===== src/program.hex =====
// one 16-bit instruction word per line in hex, starting at word address 0
// fields: opcode 15:11, rs 10:8, rd 7:5, shift amount 4:0
0800
1125
2a4f
3b66
4c81
5d9a
6eb3
7fcc
8a15
9b2e
ac47
bd60
ce79
df92
e0ab
f1c4
0217
1330
2449
3562
467b
5794
68ad
79c6
8adf
9be8
ac01
bd1a
ce33
df4c
e065
f17e
a345
5c2f
1be8
c7d1
3f06
8e9a
64b3
d21c
27f5
b84e
0c63
f9a7
4d18
92e1
e6cb
7034


===== src/logic/fetchPkg.sv =====
// shared types and constants for the instruction fetch stage
// every fetch module pulls these in with a wildcard import in its header
// widths, reset and interrupt vectors, ROM sizing and the bundles that
// travel between the sequencer, the ROM and the IF/ID register
package fetchPkg;

    // basic widths
    localparam int ADDR_WIDTH  = 32;
    localparam int INSTR_WIDTH = 16;
    localparam int OPCODE_BITS = 5;
    localparam int REG_BITS    = 3;
    localparam int SHAMT_BITS  = 5;

    // address and instruction word
    typedef logic [ADDR_WIDTH-1:0]  addrT;
    typedef logic [INSTR_WIDTH-1:0] instrT;

    // instruction fields
    // opcode 15:11, rs 10:8, rd 7:5, shamt 4:0
    typedef logic [OPCODE_BITS-1:0] opcodeT;
    typedef logic [REG_BITS-1:0]    regIdxT;
    typedef logic [SHAMT_BITS-1:0]  shamtT;
    // immediate is just the raw word
    typedef logic [INSTR_WIDTH-1:0] immT;

    // where the PC lands after reset and on an interrupt
    localparam addrT RESET_VECTOR = 32'h20;
    localparam addrT INT_VECTOR   = 32'h0;

    // ROM sizing, 1024 words, upper PC bits ignored so addresses wrap
    localparam int MEM_ADDR_BITS = 10;
    localparam string PROGRAM_FILE = "/design/src/program.hex";

    // redirect requests coming back from later stages
    typedef struct packed {
        logic interrupt;
        logic returnPop;
        logic branch;
        logic jump;
        addrT popPc;
        addrT jumpAddress;
    } pcRedirectT;

    // contents of the IF/ID pipeline register
    typedef struct packed {
        addrT   nextAddress;
        opcodeT opCode;
        regIdxT rs;
        regIdxT rd;
        shamtT  shamt;
        immT    immValue;
    } ifIdT;

endpackage


===== src/logic/pcSequencer.sv =====
// program counter and next-PC selection for the fetch stage
// reset (enable low) forces the reset vector; afterwards one of the
// interrupt vector, popped PC, jump target or PC+1 is loaded each clock
`timescale 1ns/1ns

module pcSequencer
    import fetchPkg::*;
(
    input  logic       clk,
    input  logic       enable,
    input  pcRedirectT redirect,
    output addrT       pc
);

    // current PC register
    addrT pcReg;
    // sequential successor of the current PC
    addrT pcPlusOne;
    // value to load at the next edge
    addrT nextPc;
    // branch and jump share the same target
    logic takeJump;

    assign pcPlusOne = pcReg + addrT'(1);
    assign takeJump  = redirect.branch | redirect.jump;

    // priority select
    // interrupt beats return, return beats branch/jump,
    // anything beats plain increment
    always_comb begin
        if (redirect.interrupt) begin
            nextPc = INT_VECTOR;
        end else if (redirect.returnPop) begin
            // address popped off the stack by the return
            nextPc = redirect.popPc;
        end else if (takeJump) begin
            nextPc = redirect.jumpAddress;
        end else begin
            nextPc = pcPlusOne;
        end
    end

    // PC register
    // async active-low reset to the reset vector
    always_ff @(posedge clk or negedge enable) begin
        if (!enable) begin
            pcReg <= RESET_VECTOR;
        end else begin
            // request seen now, new PC visible next cycle
            pcReg <= nextPc;
        end
    end

    // feeds the ROM and the IF/ID register
    assign pc = pcReg;

endmodule


===== config.mk =====
export PLATFORM = sky130hd
export DESIGN_NAME = pcSequencer
export DESIGN_NICKNAME = d
export VERILOG_FILES = /design/src/logic/fetchPkg.sv /design/src/logic/pcSequencer.sv
export SDC_FILE = /design/constraint.sdc
export NUM_CORES = 1
export LEC_CHECK = 0
export ABC_AREA = 1
export BUFFER_PORTS_ARGS = -buffer_cell sky130_fd_sc_hd__buf_2
export CORE_AREA = 2 2 77 79
export CTS_CLUSTER_SIZE = 24
export DETAILED_ROUTE_END_ITERATION = 7
export DIE_AREA = 0 0 79 81
export PLACE_DENSITY = 0.79
export SKIP_LAST_GASP = 1
export SLEW_MARGIN = 5
export SYNTH_ARGS = -nofsm -noshare
export SYNTH_HDL_FRONTEND = slang
export SYNTH_SLANG_ARGS = --single-unit

===== constraint.sdc =====
create_clock -name clk -period 3.25 [get_ports clk]
set_clock_uncertainty 0.05 [all_clocks]
set_input_delay 0.65 -clock clk [delete_from_list [all_inputs] [get_ports clk]]
set_output_delay 0.65 -clock clk [all_outputs]
set_load 0.01 [all_outputs]

==> results of run 1 <==
==> power by group <==
group | switching, mW | leakage, nW | total, mW | internal [mW]
Combinational | 0.123 | 1.00 | 0.216 | 0.0928
Clock | 0.158 | 0.0552 | 0.386 | 0.228
Sequential | 0.0398 | 0.408 | 0.467 | 0.427
Total | 0.321 | 1.47 | 1.07 | 0.748
==> Yosys cell counts <==
| library cell | count |
|---|---|
| or2_2 | 6 |
| a21oi_1 | 53 |
| a211oi_1 | 1 |
| clkbuf_1 | 12 |
| o21ai_1 | 1 |
| dfrtp_1 | 31 |
| dfstp_2 | 1 |
| xor2_1 | 4 |
| o211ai_1 | 1 |
| nand2_2 | 3 |
| o21ai_0 | 34 |
| nand2_4 | 2 |
| nor2_2 | 5 |
| nand3_1 | 38 |
| inv_1 | 28 |
| xnor2_1 | 2 |
| nor2_4 | 7 |
| a21oi_2 | 3 |
| nand2_1 | 93 |
| nor2_1 | 50 |
| ha_1 | 1 |
| buf_2 | 3 |
| and2_1 | 1 |
==> cell type report <==
class	count	area, um^2
Tap cell	75	93.8
Fill cell	591	2580
Multi-Input combinational cell	305	1470
Inverter	28	105
Clock inverter	2	35.0
Timing Repair Buffer	103	520
Clock buffer	6	72.6
Sequential cell	32	802
==> cells by family after synthesis <==
family	Yosys count	share of synthesized area
XOR/XNOR	6	0.0216
adder cells (fa/ha/maj)	1	0.00514
flip-flops	32	0.329
AO/OA/AOI/OAI	93	0.198
AND/OR/NAND/NOR	205	0.379
buffers and inverters	43	0.0678
==> metrics by stage <==
| stage | setup WS [ns] | total power, mW | hold WS [ns] | cells | utilization |
|---|---|---|---|---|---|
| 5_1_grt | 1.07 | 1.13 | 0.428 | 551 | 0.546 |
| 2_1_floorplan | 1.68 | 0.582 | 0.304 | 380 | - |
| 3_5_place_dp | 1.04 | 0.690 | 0.589 | 543 | 0.527 |
| 4_1_cts | 1.33 | 1.08 | 0.391 | 551 | 0.546 |
| 6_report | 1.30 | 1.07 | 0.373 | 551 | 0.546 |
| 3_3_place_gp | 1.11 | 0.683 | 0.582 | 543 | 0.527 |
==> layer usage <==
metal / wire (um) / global-route usage / part of all wire
met5: 0 / 0 / 0
met4: 83 / 0.0672 / 0.011
met3: 410 / 0.0478 / 0.055
met2: 3620 / 0.414 / 0.48
met1: 3360 / 0.304 / 0.45
==> worst max-delay path, delay by kind of cell <==
| family | cells | cell delay (ns) |
|---|---|---|
| buf+inv | 2 | 0.97 |
| simple gates | 2 | 0.15 |
| compound gates | 3 | 0.35 |
==> final timing paths <==
kind                                    end  cells after the start
max reg2reg                pc[11]$_DFF_PN0_                      7
min                         pc[8]$_DFF_PN0_                      1
min reg2reg                pc[11]$_DFF_PN0_                      3
max                         pc[3]$_DFF_PN0_                      7
max in group asynchronous  pc[23]$_DFF_PN0_                      1
min in group clk            pc[3]$_DFF_PN0_                      2
==> impl_metrics.tcl, run 1 <==
set metrics [dict create \
    outcome "finished, final reports clean" \
    antenna_found_initial 0 \
    power_leakage_nw 1.47 \
    cts_root_buf "clkbuf_8" \
    grt_setup_unrepaired "false" \
    yosys_warnings 0 \
    routedWlPerCell_um 13.6 \
    setup_viol 0 \
    fmax_ghz 0.512 \
    die_area_um2 6400 \
    ys_types 23 \
    routed_via_density 5.05 \
    nets 546 \
    endpoint_kind "flip-flop" \
    port_buffers 101 \
    r2r_setup_slack_ns 1.57 \
    crit_arrival_ns 2.12 \
    clkSinkCount 32 \
    hold_viol 0 \
    chipHeight_um 81 \
    numCtsBuffers 5 \
    syn-num-nets 451 \
    syn_inst 380 \
    regToRegStartpoint "pc[5]$_DFF_PN1_" \
    cts_max_path_buffers 2 \
    cp.required_ns 3.42 \
    tightestPinTransition_ns 1.24 \
    antenna_cells 0 \
    place_hpwl_um 5490 \
    layout-drive-gt1-share 0.288 \
    fin_setup_tns_ns 0 \
    drv_cap 0 \
    finalMaxSlewViolations 0 \
    place_area_um2 2990 \
    ios 102 \
    max_slew_margin 0.174 \
    clk_latency_ns 0.29 \
    initial_core_util 0.429 \
    layout.cells.most_common "buf_2" \
    critical_path_class "primary input to flip-flop" \
    post-route-period-util 0.601 \
    row_count 28 \
    grt_max_degree 42 \
    cts_tree "yes" \
    peakVddDrop_uv 206 \
    path_max_fanout 41 \
    postCtsSetupBuffers 0 \
    grt_pass1_vias 2693 \
    p_per_area_nw_per_um2 345 \
    final_cell_mix "buf_2 (101), nand2_1 (93), a21oi_1 (53)" \
    ys_ff_latch 32 \
    crit_top_cell "o21ai_0" \
    crit_path_cell_trace "buf_2 -> nor2_2 -> inv_1 -> a21oi_1 -> o21ai_0 -> o21ai_0 -> nor2_1" \
    ant_nets 0 \
    gp_congestion 0.917 \
    hold_path.class "primary input to async pin" \
    drc 0 \
    grt_pass1_wl_um 12000 \
    start_kind "primary input" \
    slowest_delay_ns 0.88 \
    crit_path_start "redirect[64]" \
    cts_hold_buf 0 \
    fp.coreArea_um2 5680 \
    design_area_um2 3100 \
    dr.pass1.iters 4 \
    die_width_um 79 \
    vias 2780 \
    mappedNetlistArea_um2 2440 \
    post-route-min-period_ns 1.95 \
    slowest_stage "inv_1" \
    htreeDepth 2 \
    dr.first_iter.drc_count 103 \
    synth_top_area_cell "dfrtp_1" \
    wl_um 7480 \
    cts_resized 0 \
    clk_pin_slew_ns 0.07 \
    grt_usage 0.239 \
    yosys-top-cells-area "dfrtp_1 (32%), nand2_1 (14%), a21oi_1 (11%)" \
    ys_seq_area_frac 0.329 \
    avgSynthCellArea_um2 6.41 \
    areaGrowthSynthToFinish_pct 27.2 \
    yosysTopAreaCellShare 0.318 \
    largest_reg_flops 32 \
    grt_overflow 0 \
]
Power figures use the tool's default switching activity.
==> run 2: changes to the inputs <==
Settings changed: CORE_AREA 2 2 77 79 to 2 2 78 80, DIE_AREA 0 0 79 81 to 0 0 80 82, PLACE_DENSITY 0.79 to 0.8.
Clock period 3.25 ns to 1.57 ns, I/O delays scaled along.
==> run 2 against run 1 <==
- the flow now finishes with violations (negative setup slack)
- final area increased by 9.2%
- combinational power increased to 2.6 times the previous value
- wire length increased by 8.9%
- clock power increased by 56%
- non-clock buffer count increased by 25
- critical path depth increased by 1
- die area increased by 2.5%
- highest routed layer unchanged
==> impl_metrics.tcl, run 2 (synthesis gave the netlist of run 1 again) <==
set metrics [dict create \
    place_hpwl_um 6200 \
    worst-path-buf-inv 0 \
    seq_area_um2 806 \
    cts_max_path_buffers 2 \
    hold_path.class "primary input to flip-flop" \
    power_leakage_nw 1.59 \
    largest_reg_flops 32 \
    slowest_delay_ns 0.37 \
    initial_core_util 0.424 \
    htreeDepth 2 \
    gp_congestion 0.964 \
    cts_tree "yes" \
    tightestPinTransition_ns 0.376 \
    grt_usage 0.255 \
    start_kind "flip-flop" \
    cts_root_buf "clkbuf_8" \
    setup_viol 3 \
    hold_viol 0 \
    p_per_area_nw_per_um2 625 \
    peakVddDrop_uv 439 \
    layout.cells.most_common "buf_2" \
    routed_via_density 5.20 \
    grt_overflow 0 \
    grt_pass1_wl_um 12900 \
    drc 0 \
    antenna_found_initial 0 \
    areaGrowthSynthToFinish_pct 38.9 \
    grt_pass1_vias 2803 \
    die_width_um 80 \
    crit_path_cell_trace "ha_2 -> nand2_2 -> nor2_4 -> nand2_4 -> nor2_4 -> xor2_1 -> nand2_1 -> a21oi_2" \
    worst_slack_ns -0.0230 \
    critical_path_class "flip-flop to flip-flop" \
    fmax_ghz 0.628 \
    nets 571 \
    multi_input_area_um2 1550 \
    clk_pin_slew_ns 0.07 \
    max_slew_margin 0.750 \
    p_total_mw 2.11 \
    failed_checks "negative setup slack" \
    r2r_setup_slack_ns -0.02 \
    wl_um 8140 \
    fillers 555 \
    clk_latency_ns 0.29 \
    crit_arrival_ns 1.76 \
    crit_top_cell "nor2_4" \
    post-route-min-period_ns 1.59 \
    endpoint_kind "flip-flop" \
    chipHeight_um 82 \
    vias 2989 \
    dr.first_iter.drc_count 181 \
    grt_setup_unrepaired "true" \
    ant_nets 0 \
    port_buffers 101 \
    dr.pass1.iters 5 \
    outcome "finished, violations left" \
    cp.required_ns 1.74 \
    row_count 28 \
    numCtsBuffers 5 \
    final_cell_mix "buf_2 (101), nand2_1 (89), a21oi_1 (47)" \
    ios 102 \
    crit_family "simple AND/OR/NAND/NOR gates" \
    layout-drive-gt1-share 0.362 \
    fin_setup_tns_ns -0.0380 \
    fp.coreArea_um2 5750 \
    slowest_stage "dfrtp_1" \
    grt_max_degree 32 \
    post-route-period-util 1.01 \
    antenna_cells 0 \
    drv_cap 0 \
    finalMaxSlewViolations 0 \
    routedWlPerCell_um 14.2 \
    clkSinkCount 32 \
    die_area_um2 6560 \
    path_max_fanout 5 \
]
==> run 2: final cells by class <==
class,instances,share of cell area
Clock inverter,1,0.00148
Inverter,28,0.0311
Tap cell,75,0.0277
Multi-Input combinational cell,305,0.459
Sequential cell,32,0.238
Timing Repair Buffer,128,0.221
Clock buffer,6,0.0214
==> run 2: routing by layer <==
layer | GRT usage | wire, um | vias up
met4 | 0.0678 | 130 | 0
met3 | 0.0440 | 518 | 12
met5 | 0 | 0 | -
met1 | 0.322 | 3480 | 1370
li1 | - | - | 1483
met2 | 0.451 | 4010 | 124
==> run 2: path summary, 6_finish.rpt <==
check,startpoint,depth (start not counted),endpoint
hold reg to reg,pc[31]$_DFF_PN0_,3,pc[31]$_DFF_PN0_
max in group asynchronous,enable,3,pc[5]$_DFF_PN1_
min in group asynchronous,enable,2,pc[13]$_DFF_PN0_
setup reg to reg,pc[0]$_DFF_PN0_,8,pc[10]$_DFF_PN0_
hold / removal,redirect[67],2,pc[3]$_DFF_PN0_
setup / recovery,pc[0]$_DFF_PN0_,8,pc[10]$_DFF_PN0_
==> run 2: stage by stage <==
| stage | utilization | std cells | setup slack, ns | hold slack, ns | area, um^2 |
|---|---|---|---|---|---|
| 6_report | 0.589 | 575 | -0.0230 | 0.186 | 3380 |
| 5_1_grt | 0.589 | 575 | -0.126 | 0.186 | 3380 |
| 4_1_cts | 0.569 | 570 | 0.00333 | 0.172 | 3270 |
| 3_5_place_dp | 0.552 | 562 | -0.0411 | 0.199 | 3170 |
| 3_3_place_gp | 0.552 | 562 | -0.00933 | 0.195 | 3170 |
| 2_1_floorplan | - | 380 | 0.0476 | -0.0316 | 2440 |
==> run 2: power by group <==
part / internal, mW / total, mW / switching [mW]
Sequential: 0.886 / 0.958 / 0.0719
Combinational: 0.255 / 0.552 / 0.297
Clock: 0.301 / 0.604 / 0.303
==> run 2: repair_timing <==
action | in CTS | in global routing
hold buffers | 1 | 0
buffers inserted | 0 | 5
gates resized for setup | 4 | 23
pin swaps | 0 | 13
endpoints found under the setup margin | 5 | 24
hold endpoints to repair | 13 | 0
