[config.mk]
export PLATFORM = sky130hd
export DESIGN_NAME = ifIdRegister
export DESIGN_NICKNAME = d
export VERILOG_FILES = /design/src/logic/fetchPkg.sv /design/src/logic/ifIdRegister.sv
export SDC_FILE = /design/constraint.sdc
export NUM_CORES = 1
export LEC_CHECK = 0
export BUFFER_PORTS_ARGS = -buffer_cell sky130_fd_sc_hd__buf_2
export CAP_MARGIN = 20
export CORE_MARGIN = 1.5
export CORE_UTILIZATION = 45
export CTS_CLUSTER_DIAMETER = 80
export DETAILED_ROUTE_END_ITERATION = 8
export PLACE_DENSITY = 0.79
export SLEW_MARGIN = 25
export SYNTH_ARGS = -nofsm -noshare
export SYNTH_HDL_FRONTEND = slang
export SYNTH_SLANG_ARGS = --single-unit
[constraint.sdc]
create_clock -name clk -period 0.8 [get_ports clk]
set_input_delay 0.16 -clock clk [delete_from_list [all_inputs] [get_ports clk]]
set_output_delay 0.16 -clock clk [all_outputs]
set_load 0.03 [all_outputs]
[src/program.hex]
// one 16-bit instruction word per line in hex, starting at word address 0
// fields: opcode 15:11, rs 10:8, rd 7:5, shift amount 4:0
0800
1125
2a4f
3b66
4c81
5d9a
6eb3
7fcc
8a15
9b2e
ac47
bd60
ce79
df92
e0ab
f1c4
0217
1330
2449
3562
467b
5794
68ad
79c6
8adf
9be8
ac01
bd1a
ce33
df4c
e065
f17e
a345
5c2f
1be8
c7d1
3f06
8e9a
64b3
d21c
27f5
b84e
0c63
f9a7
4d18
92e1
e6cb
7034

[src/logic/fetchPkg.sv]
// shared types and constants for the instruction fetch stage
// every fetch module pulls these in with a wildcard import in its header
// widths, reset and interrupt vectors, ROM sizing and the bundles that
// travel between the sequencer, the ROM and the IF/ID register
package fetchPkg;

    // basic widths
    localparam int ADDR_WIDTH  = 32;
    localparam int INSTR_WIDTH = 16;
    localparam int OPCODE_BITS = 5;
    localparam int REG_BITS    = 3;
    localparam int SHAMT_BITS  = 5;

    // address and instruction word
    typedef logic [ADDR_WIDTH-1:0]  addrT;
    typedef logic [INSTR_WIDTH-1:0] instrT;

    // instruction fields
    // opcode 15:11, rs 10:8, rd 7:5, shamt 4:0
    typedef logic [OPCODE_BITS-1:0] opcodeT;
    typedef logic [REG_BITS-1:0]    regIdxT;
    typedef logic [SHAMT_BITS-1:0]  shamtT;
    // immediate is just the raw word
    typedef logic [INSTR_WIDTH-1:0] immT;

    // where the PC lands after reset and on an interrupt
    localparam addrT RESET_VECTOR = 32'h20;
    localparam addrT INT_VECTOR   = 32'h0;

    // ROM sizing, 1024 words, upper PC bits ignored so addresses wrap
    localparam int MEM_ADDR_BITS = 10;
    localparam string PROGRAM_FILE = "/design/src/program.hex";

    // redirect requests coming back from later stages
    typedef struct packed {
        logic interrupt;
        logic returnPop;
        logic branch;
        logic jump;
        addrT popPc;
        addrT jumpAddress;
    } pcRedirectT;

    // contents of the IF/ID pipeline register
    typedef struct packed {
        addrT   nextAddress;
        opcodeT opCode;
        regIdxT rs;
        regIdxT rd;
        shamtT  shamt;
        immT    immValue;
    } ifIdT;

endpackage

[src/logic/ifIdRegister.sv]
// IF/ID pipeline register
// breaks the fetched word into opcode, rs, rd and shift fields,
// turns them into a bubble under load-immediate, branch or jump,
// and captures them with the raw word and PC+1 at each clock
`timescale 1ns/1ns

module ifIdRegister
    import fetchPkg::*;
(
    input  logic  clk,
    input  logic  enable,
    input  addrT  pc,
    input  instrT instr,
    input  logic  ldm,
    input  logic  branch,
    input  logic  jump,
    output ifIdT  ifId
);

    // word decoded this cycle, before the register
    ifIdT ifIdNext;
    // registered copy
    ifIdT ifIdReg;
    // current word must not reach decode as an instruction
    logic bubble;

    // ldm: the word is data for the previous instruction
    // branch/jump: the word is on the wrong path
    assign bubble = ldm | branch | jump;

    // field split and bubble zeroing
    always_comb begin
        ifIdNext.nextAddress = pc + addrT'(1);
        // raw word always travels as immediate
        ifIdNext.immValue = instr;
        if (bubble) begin
            ifIdNext.opCode = '0;
            ifIdNext.rs     = '0;
            ifIdNext.rd     = '0;
            ifIdNext.shamt  = '0;
        end else begin
            ifIdNext.opCode = instr[15:11];
            ifIdNext.rs     = instr[10:8];
            ifIdNext.rd     = instr[7:5];
            ifIdNext.shamt  = instr[4:0];
        end
    end

    // pipeline register, cleared while in reset
    always_ff @(posedge clk or negedge enable) begin
        if (!enable) begin
            ifIdReg <= '0;
        end else begin
            ifIdReg <= ifIdNext;
        end
    end

    assign ifId = ifIdReg;

endmodule

==> impl_metrics.tcl, run 1 <==
set metrics [dict create \
    postSynthCellCount 177 \
    clock_sinks 64 \
    worstPathArrival_ps 1510 \
    setup_tns_ps -22420 \
    final_cell_mix "73 x buf_6, 64 x dfrtp_1, 42 x buf_2, 42 x buf_4" \
    overflow 0 \
    postSynthNetCount 231 \
    grt_use_total 0.342 \
    fin_nets 424 \
    ir_drop_v 0.00174 \
    io_buffers 116 \
    clk_path_buf_depth 2 \
    drcViolationCount 0 \
    grt_pass1_vias 2486 \
    outcome "finished, violations left" \
    synth_cell_types 26 \
    p_total_w 0.00822 \
    grt_pass1_wl_um 13500 \
    syn_area_mm2 0.00239 \
    antenna_cells 0 \
    crit_buf_inv 2 \
    min_period_ps 1280 \
    max_cap_viol_count 0 \
    clkTransAtPathRegs_ps 70 \
    wire_per_inst_um 24.5 \
    synth-seq-cells 64 \
    start_util 0.468 \
    antenna_left 0 \
    cp-start-kind "primary input" \
    place_congestion 0.775 \
    largest_reg_flops 64 \
    crit_family "simple AND/OR/NAND/NOR gates" \
    failed_checks "negative setup slack" \
    die_h_um 75.9 \
    synth_seq_area_share 0.671 \
    seqCellArea_mm2 0.00160 \
    setup_viol 90 \
    antenna_found_initial 0 \
    dp_hpwl_um 4210 \
    finalNonFillerCells 445 \
    cp_max_fo 5 \
    avgSynthCellArea_um2 13.5 \
    die-area_mm2 0.00575 \
    worstPathRequired_ps 1030 \
    max_clock_freq_mhz 782 \
    firstDrtPassIters 4 \
    drt_wl_total_um 10900 \
    final_common_cell "buf_6" \
    cp_slowest_cell "or3_4" \
    fin_util 0.921 \
    multi_input_area_mm2 0.00105 \
    vias 2425 \
    hold_class "in2reg" \
    ios 117 \
    area_delta_synth_final_pct 96.9 \
    via_per_inst 5.45 \
    path_cells "buf_8, ha_4, nand3_4, or3_4, buf_12, nor4_4, xor2_1" \
    yosys_warnings 0 \
    final.period_utilization 1.60 \
    slowest_delay_ps 440 \
    fin_ws_ps -479 \
    crit_type "in2reg" \
    root_buffer "clkbuf_8" \
    drt_iter0_markers 231 \
    pwr_density_cell_mw_per_mm2 1750 \
    dp_cells 400 \
    grt_max_degree 65 \
    hold_viol_final 0 \
    n_fill_cell 166 \
    rsz0062_at_grt "true" \
    drive_gt1_frac 0.592 \
    worst_pin_slew_ps 347 \
    cts_tree "yes" \
    core_area_mm2 0.00511 \
    cts_inserted_buffers 9 \
    die_x_um 75.9 \
    slew_violations 0 \
    slew_headroom 0.768 \
    h-tree-depth 3 \
    p_leak_nw 2.38 \
    end_kind "flip-flop" \
    rows 26 \
]
-- kinds of logic (layout without fill, tap and decap cells) --
kind of cell / after synthesis / in the layout / synth area share
xor+xnor: 30 / 30 / 0.110
buf+inv: 10 / 207 / 0.0199
flops: 64 / 64 / 0.671
fa+ha+maj: 1 / 1 / 0.00524
simple gates: 72 / 73 / 0.194
-- worst paths after layout --
path | start | depth (start not counted) | slack (ps) | to
max in group asynchronous | enable | 3 | 120 | ifId[35]$_DFF_PN0_
min in group asynchronous | enable | 3 | 380 | ifId[30]$_DFF_PN0_
worst max-delay path | pc[0] | 7 | -480 | ifId[62]$_DFF_PN0_
worst min-delay path | pc[6] | 2 | 30 | ifId[38]$_DFF_PN0_
-- timing repair --
action	4_1_cts	5_1_grt
setup endpoints to repair	87	89
resized for setup	161	23
hold buffers	19	0
setup buffers	4	6
hold endpoints to repair	82	0
gates cloned	2	0
pin swaps	24	26
-- through the flow --
stage,setup slack [ps],hold WS (ps),cell area [um2]
detailed placement,-700,196,3520
floorplan,-462,-136,2540
CTS,-286,2.09,4560
global route,-518,36.4,4700
finish,-479,34.3,4700
global placement,-617,192,3520
-- layout make-up --
type                       count  share of cell area
timing repair buffer         186               0.365
clock buffer                  11              0.0301
clock inverter                 5              0.0170
inverter                       5             0.00399
sequential                    64               0.341
multi-input combinational    104               0.224
tap                           70              0.0186
-- power by group --
group	switching [W]	leakage (nW)	total [W]	internal, W
Combinational	0.000811	1.50	0.00151	0.000696
Sequential	0.000101	0.779	0.00349	0.00339
Clock	0.00139	0.106	0.00322	0.00184
-- metal layers --
metal	vias up	global-route usage	wire, um
met5	-	0	0
met4	0	0.218	450
met3	53	0.0780	1200
met2	197	0.596	5470
met1	1200	0.374	3780
li1	975	-	-
-- synth_stat cells --
cell | count | share of area
nand3_2 | 2 | 0.0084
nor3_1 | 5 | 0.010
nand4_1 | 3 | 0.0079
buf_6 | 1 | 0.0047
nor4_4 | 1 | 0.0089
buf_2 | 2 | 0.0042
nor4_1 | 4 | 0.010
nor3b_1 | 1 | 0.0031
buf_1 | 1 | 0.0016
and3_1 | 2 | 0.0052
inv_1 | 5 | 0.0079
nor4_2 | 5 | 0.026
ha_1 | 1 | 0.0052
dfrtp_1 | 64 | 0.67
xnor2_1 | 10 | 0.037
xor2_1 | 20 | 0.073
or3_4 | 1 | 0.0047
and2_1 | 16 | 0.042
and4_1 | 4 | 0.015
nand2_1 | 9 | 0.014
or2_2 | 1 | 0.0026
nor2_1 | 6 | 0.0094
nand3_1 | 10 | 0.021
nand2b_1 | 1 | 0.0026
or3_1 | 1 | 0.0026
clkbuf_1 | 1 | 0.0016
(Power assumes the default switching activity.)
==> run 2: changes to the inputs <==
- CTS_BUF_LIST: default -> sky130_fd_sc_hd__clkbuf_16
==> run 2 against run 1 <==
Effect of this change:
- the run still ends with negative setup slack left
- non-clock buffer count is 5 lower
- utilization up 0.71 points
- critical path type unchanged
- cell area is 0.77% higher
- fmax fell by 2.2%
- sequential power about the same
- hold slack worse by 29 ps
- first-iteration DRC count down 9.5%
==> impl_metrics.tcl, run 2 (same netlist as run 1, synthesis figures left out) <==
set metrics [dict create \
    final.period_utilization 1.63 \
    clock_sinks 64 \
    hold_ws_ps 5.66 \
    ir_drop_v 0.00244 \
    final_cell_mix "71 x buf_6, 64 x dfrtp_1, 44 x buf_2, 40 x buf_4, 18 x xor2_1" \
    h-tree-depth 3 \
    end_kind "flip-flop" \
    wire_per_inst_um 24.7 \
    p_leak_nw 2.39 \
    max_cap_viol_count 0 \
    pwr_density_cell_mw_per_mm2 1950 \
    worstPathArrival_ps 1550 \
    antenna_found_initial 0 \
    grt_use_total 0.366 \
    rows 26 \
    failed_checks "negative setup slack" \
    die_x_um 75.9 \
    drive_gt1_frac 0.589 \
    clkTransAtPathRegs_ps 60 \
    seq_power_share 0.379 \
    path_cells "buf_6, nand4_1, or3_4, buf_12, nor4_4, xor2_1" \
    fin_util 0.928 \
    grt_pass1_vias 2515 \
    vias 2362 \
    cp_slowest_cell "or3_4" \
    final_common_cell "buf_6" \
    cp-start-kind "primary input" \
    root_buffer "clkbuf_16" \
    grt_pass1_wl_um 14400 \
    outcome "finished, violations left" \
    fin_area_mm2 0.00474 \
    drcViolationCount 0 \
    via_per_inst 5.37 \
    hold_viol_final 0 \
    cp_max_fo 5 \
    finalNonFillerCells 440 \
    area_delta_synth_final_pct 98.4 \
    power_switching_w 0.00245 \
    hold_class "in2reg" \
    max_clock_freq_mhz 765 \
    grt_max_degree 65 \
    pwr-share-comb 0.162 \
    io_buffers 116 \
    slew_headroom 0.776 \
    p_int_w 0.00678 \
    cts_tree "yes" \
    largest_reg_flops 64 \
    start_util 0.468 \
    overflow 0 \
    fin_ws_ps -507 \
    core_area_mm2 0.00511 \
    worst_pin_slew_ps 336 \
    worstPathRequired_ps 1040 \
    antenna_cells 0 \
    rsz0062_at_grt "true" \
    swShare 0.265 \
    antenna_left 0 \
    slowest_delay_ps 480 \
    clockPowerShare 0.458 \
    ios 117 \
    setup_tns_ps -21640 \
    min_period_ps 1310 \
    die_h_um 75.9 \
    die-area_mm2 0.00575 \
    cts_inserted_buffers 9 \
    drt_iter0_markers 209 \
    crit_type "in2reg" \
    place_congestion 0.775 \
    slew_violations 0 \
    dp_hpwl_um 4210 \
    drt_wl_total_um 10900 \
    dp_cells 400 \
    setup_viol 88 \
    firstDrtPassIters 4 \
    placed_cell_area_mm2 0.00352 \
    clk_path_buf_depth 2 \
    fin_nets 419 \
]
[run 2: changes by cell type in the layout (fill, tap and decap cells not counted), sizes merged]
cell	delta
inv	+1
buf	-3
dlygate4sd3	-2
clkbuf	-2
clkinv	+1
[run 2: final timing paths]
kind                       slack (ps)  cells after the start            endpoint    from
max                              -510                      6  ifId[62]$_DFF_PN0_  pc[10]
max in group asynchronous         140                      3  ifId[57]$_DFF_PN0_  enable
min in group asynchronous         380                      3  ifId[30]$_DFF_PN0_  enable
min                                 6                      2  ifId[63]$_DFF_PN0_  pc[31]
[run 2: worst max-delay path, delay by kind of cell]
family,cells,cell delay [ps]
xor gates and xnor gates,1,230
buffers and inverters,2,240
and+or+nand+nor,3,900
[run 2: area by class of cell]
type,instances,area (um2)
Timing Repair Buffer,181,1660
Sequential cell,64,1600
Multi-Input combinational cell,104,1050
Fill cell,154,369
Clock buffer,9,225
Clock inverter,7,87.6
Tap cell,70,87.6
Inverter,5,18.8
[run 2: what timing repair did]
item	CTS	global route
hold buffers	17	0
gates resized for setup	166	11
hold endpoints to repair	80	0
buffers inserted	5	2
pin swaps	29	20
endpoints found under the setup margin	87	89
gates cloned	2	0
[run 2: metrics by stage]
| stage | total power (W) | setup slack (ps) |
|---|---|---|
| floorplan | 0.00396 | -462 |
| global placement | 0.00453 | -617 |
| detailed placement | 0.00456 | -700 |
| CTS | 0.00895 | -323 |
| global route | 0.00949 | -521 |
| finish | 0.00923 | -507 |
[run 2: power by group through the flow]
stage,combinational [W],clock (W),sequential [W]
3_5_place_dp,0.00107,0,0.00349
3_3_place_gp,0.00105,0,0.00348
6_report,0.00150,0.00423,0.00350
4_1_cts,0.00138,0.00409,0.00348
5_1_grt,0.00156,0.00443,0.00350
2_1_floorplan,0.000145,0,0.00382
[run 2: metal layers]
layer	share of wire	global-route usage	up-vias	wire length [um]
li1	-	-	973	-
met1	0.36	0.422	1169	3960
met2	0.51	0.631	166	5490
met3	0.077	0.0899	54	835
met4	0.053	0.190	0	572
met5	0	0	-	0
==> run 3: changes to the inputs <==
--- a/config.mk
+++ b/config.mk
@@ -8,4 +8,5 @@
 export BUFFER_PORTS_ARGS = -buffer_cell sky130_fd_sc_hd__buf_2
 export CAP_MARGIN = 20
+export CORE_ASPECT_RATIO = 0.9
 export CORE_MARGIN = 1.5
 export CORE_UTILIZATION = 45
==> constraint.sdc (replaced) <==
create_clock -name clk -period 0.8 [get_ports clk]
set_input_delay 0.04 -clock clk [delete_from_list [all_inputs] [get_ports clk]]
set_output_delay 0.04 -clock clk [all_outputs]
set_load 0.03 [all_outputs]
==> run 3 against run 2 <==
Effect of this change:
- the flow still finishes with violations (negative setup slack)
- die area is essentially flat
- fmax rose by 1.2%
- sequential power about the same
- via count grew 13%
- highest routed layer unchanged
==> impl_metrics.tcl, run 3 (same netlist as run 1, synthesis figures left out) <==
set metrics [dict create \
    outcome "finished, violations left" \
    failed_checks "negative setup slack" \
    cts_inserted_buffers 9 \
    vias 2667 \
    dp_cells 393 \
    finalNonFillerCells 450 \
    cts_tree "yes" \
    grt_pass1_wl_um 15000 \
    core_area_mm2 0.00498 \
    overflow 0 \
    p_leak_nw 2.41 \
    hold_ws_ps 32.1 \
    cp-start-kind "primary input" \
    fin_nets 433 \
    die_x_um 79.8 \
    end_kind "flip-flop" \
    rows 24 \
    min_period_ps 1290 \
    setup_viol 86 \
    max_cap_viol_count 0 \
    clock_sinks 64 \
    clkTransAtPathRegs_ps 60 \
    die-area_mm2 0.00575 \
    final.period_utilization 1.61 \
    path_cells "buf_6, nand4_1, buf_4, or3_4, nor3_2, xor2_1" \
    rsz0062_at_grt "true" \
    fin_ws_ps -492 \
    ir_drop_v 0.00225 \
    dp_hpwl_um 4320 \
    clk_path_buf_depth 2 \
    ios 117 \
    start_util 0.479 \
    grt_max_degree 65 \
    via_per_inst 5.93 \
    grt_pass1_vias 2650 \
    cp_slowest_cell "or3_4" \
    final_cell_mix "72 x buf_6, 64 x dfrtp_1, 44 x buf_2, 41 x buf_4, 31 x dlygate4sd3_1" \
    placed_cell_area_mm2 0.00350 \
    area_delta_synth_final_pct 100 \
    antenna_left 0 \
    wire_per_inst_um 30.0 \
    antenna_found_initial 1 \
    worst_pin_slew_ps 338 \
    pwr_density_cell_mw_per_mm2 1900 \
    slowest_delay_ps 450 \
    crit_family "simple AND/OR/NAND/NOR gates" \
    root_buffer "clkbuf_16" \
    crit_type "in2reg" \
    largest_reg_flops 64 \
    slew_headroom 0.775 \
    cp_max_fo 4 \
    max_clock_freq_mhz 774 \
    drive_gt1_frac 0.557 \
    place_congestion 0.747 \
    die_h_um 72.1 \
    drt_iter0_markers 247 \
    drt_wl_total_um 13500 \
    fin_area_mm2 0.00478 \
    worstPathArrival_ps 1510 \
    io_buffers 116 \
    crit_buf_inv 2 \
    final_common_cell "buf_6" \
    hold_class "in2reg" \
    grt_use_total 0.366 \
    slew_violations 0 \
    h-tree-depth 3 \
    drcViolationCount 0 \
    worstPathRequired_ps 1020 \
    firstDrtPassIters 4 \
    setup_tns_ps -13780 \
    hold_viol_final 0 \
]
run 3: layout make-up:
class	instances	area [um2]
Multi-Input combinational cell	104	1000
Tap cell	65	81.3
Clock buffer	9	225
Inverter	5	18.8
Sequential cell	64	1600
Timing Repair Buffer	195	1790
Clock inverter	7	63.8
Antenna cell	1	2.50
Fill cell	100	201
run 3: through the flow:
| stage | power, W | util | setup slack (ps) |
|---|---|---|---|
| 2_1_floorplan | 0.00396 | - | -342 |
| 3_3_place_gp | 0.00452 | 0.702 | -507 |
| 3_5_place_dp | 0.00456 | 0.702 | -612 |
| 4_1_cts | 0.00865 | 0.936 | -228 |
| 5_1_grt | 0.00926 | 0.960 | -500 |
| 6_report | 0.00908 | 0.960 | -492 |
run 3: power breakdown:
part | internal [W] | total (W) | leakage, nW | switching, W
registers | 0.00339 | 0.00350 | 0.779 | 0.000108
clock network | 0.00239 | 0.00397 | 0.144 | 0.00158
logic | 0.000726 | 0.00161 | 1.48 | 0.000885
run 3: path summary, 6_finish.rpt:
check | from | end | cells after the start
min in group asynchronous | enable | ifId[10]$_DFF_PN0_ | 3
worst max-delay path | pc[5] | ifId[53]$_DFF_PN0_ | 6
worst min-delay path | pc[28] | ifId[60]$_DFF_PN0_ | 3
max in group asynchronous | enable | ifId[43]$_DFF_PN0_ | 3
run 3: worst min-delay path: stages:
cell,delay (ps)
buf_2,110
buf_4,120
xor2_1,50
run 3: timing repair:
| item | 4_1_cts | 5_1_grt |
|---|---|---|
| endpoints found under the hold margin | 110 | 0 |
| hold buffers | 31 | 0 |
| setup endpoints to repair | 85 | 88 |
| gates cloned | 2 | 0 |
| setup buffers | 1 | 7 |
| pin swaps | 12 | 22 |
| resized for setup | 153 | 12 |
run 3: per-layer routing:
layer  wire length (um)  track usage  vias up
met5                  0            0        -
met4               1440        0.190        0
met3               1280       0.0906      104
met2               6340        0.648      269
met1               4420        0.410     1291
li1                   -            -     1003
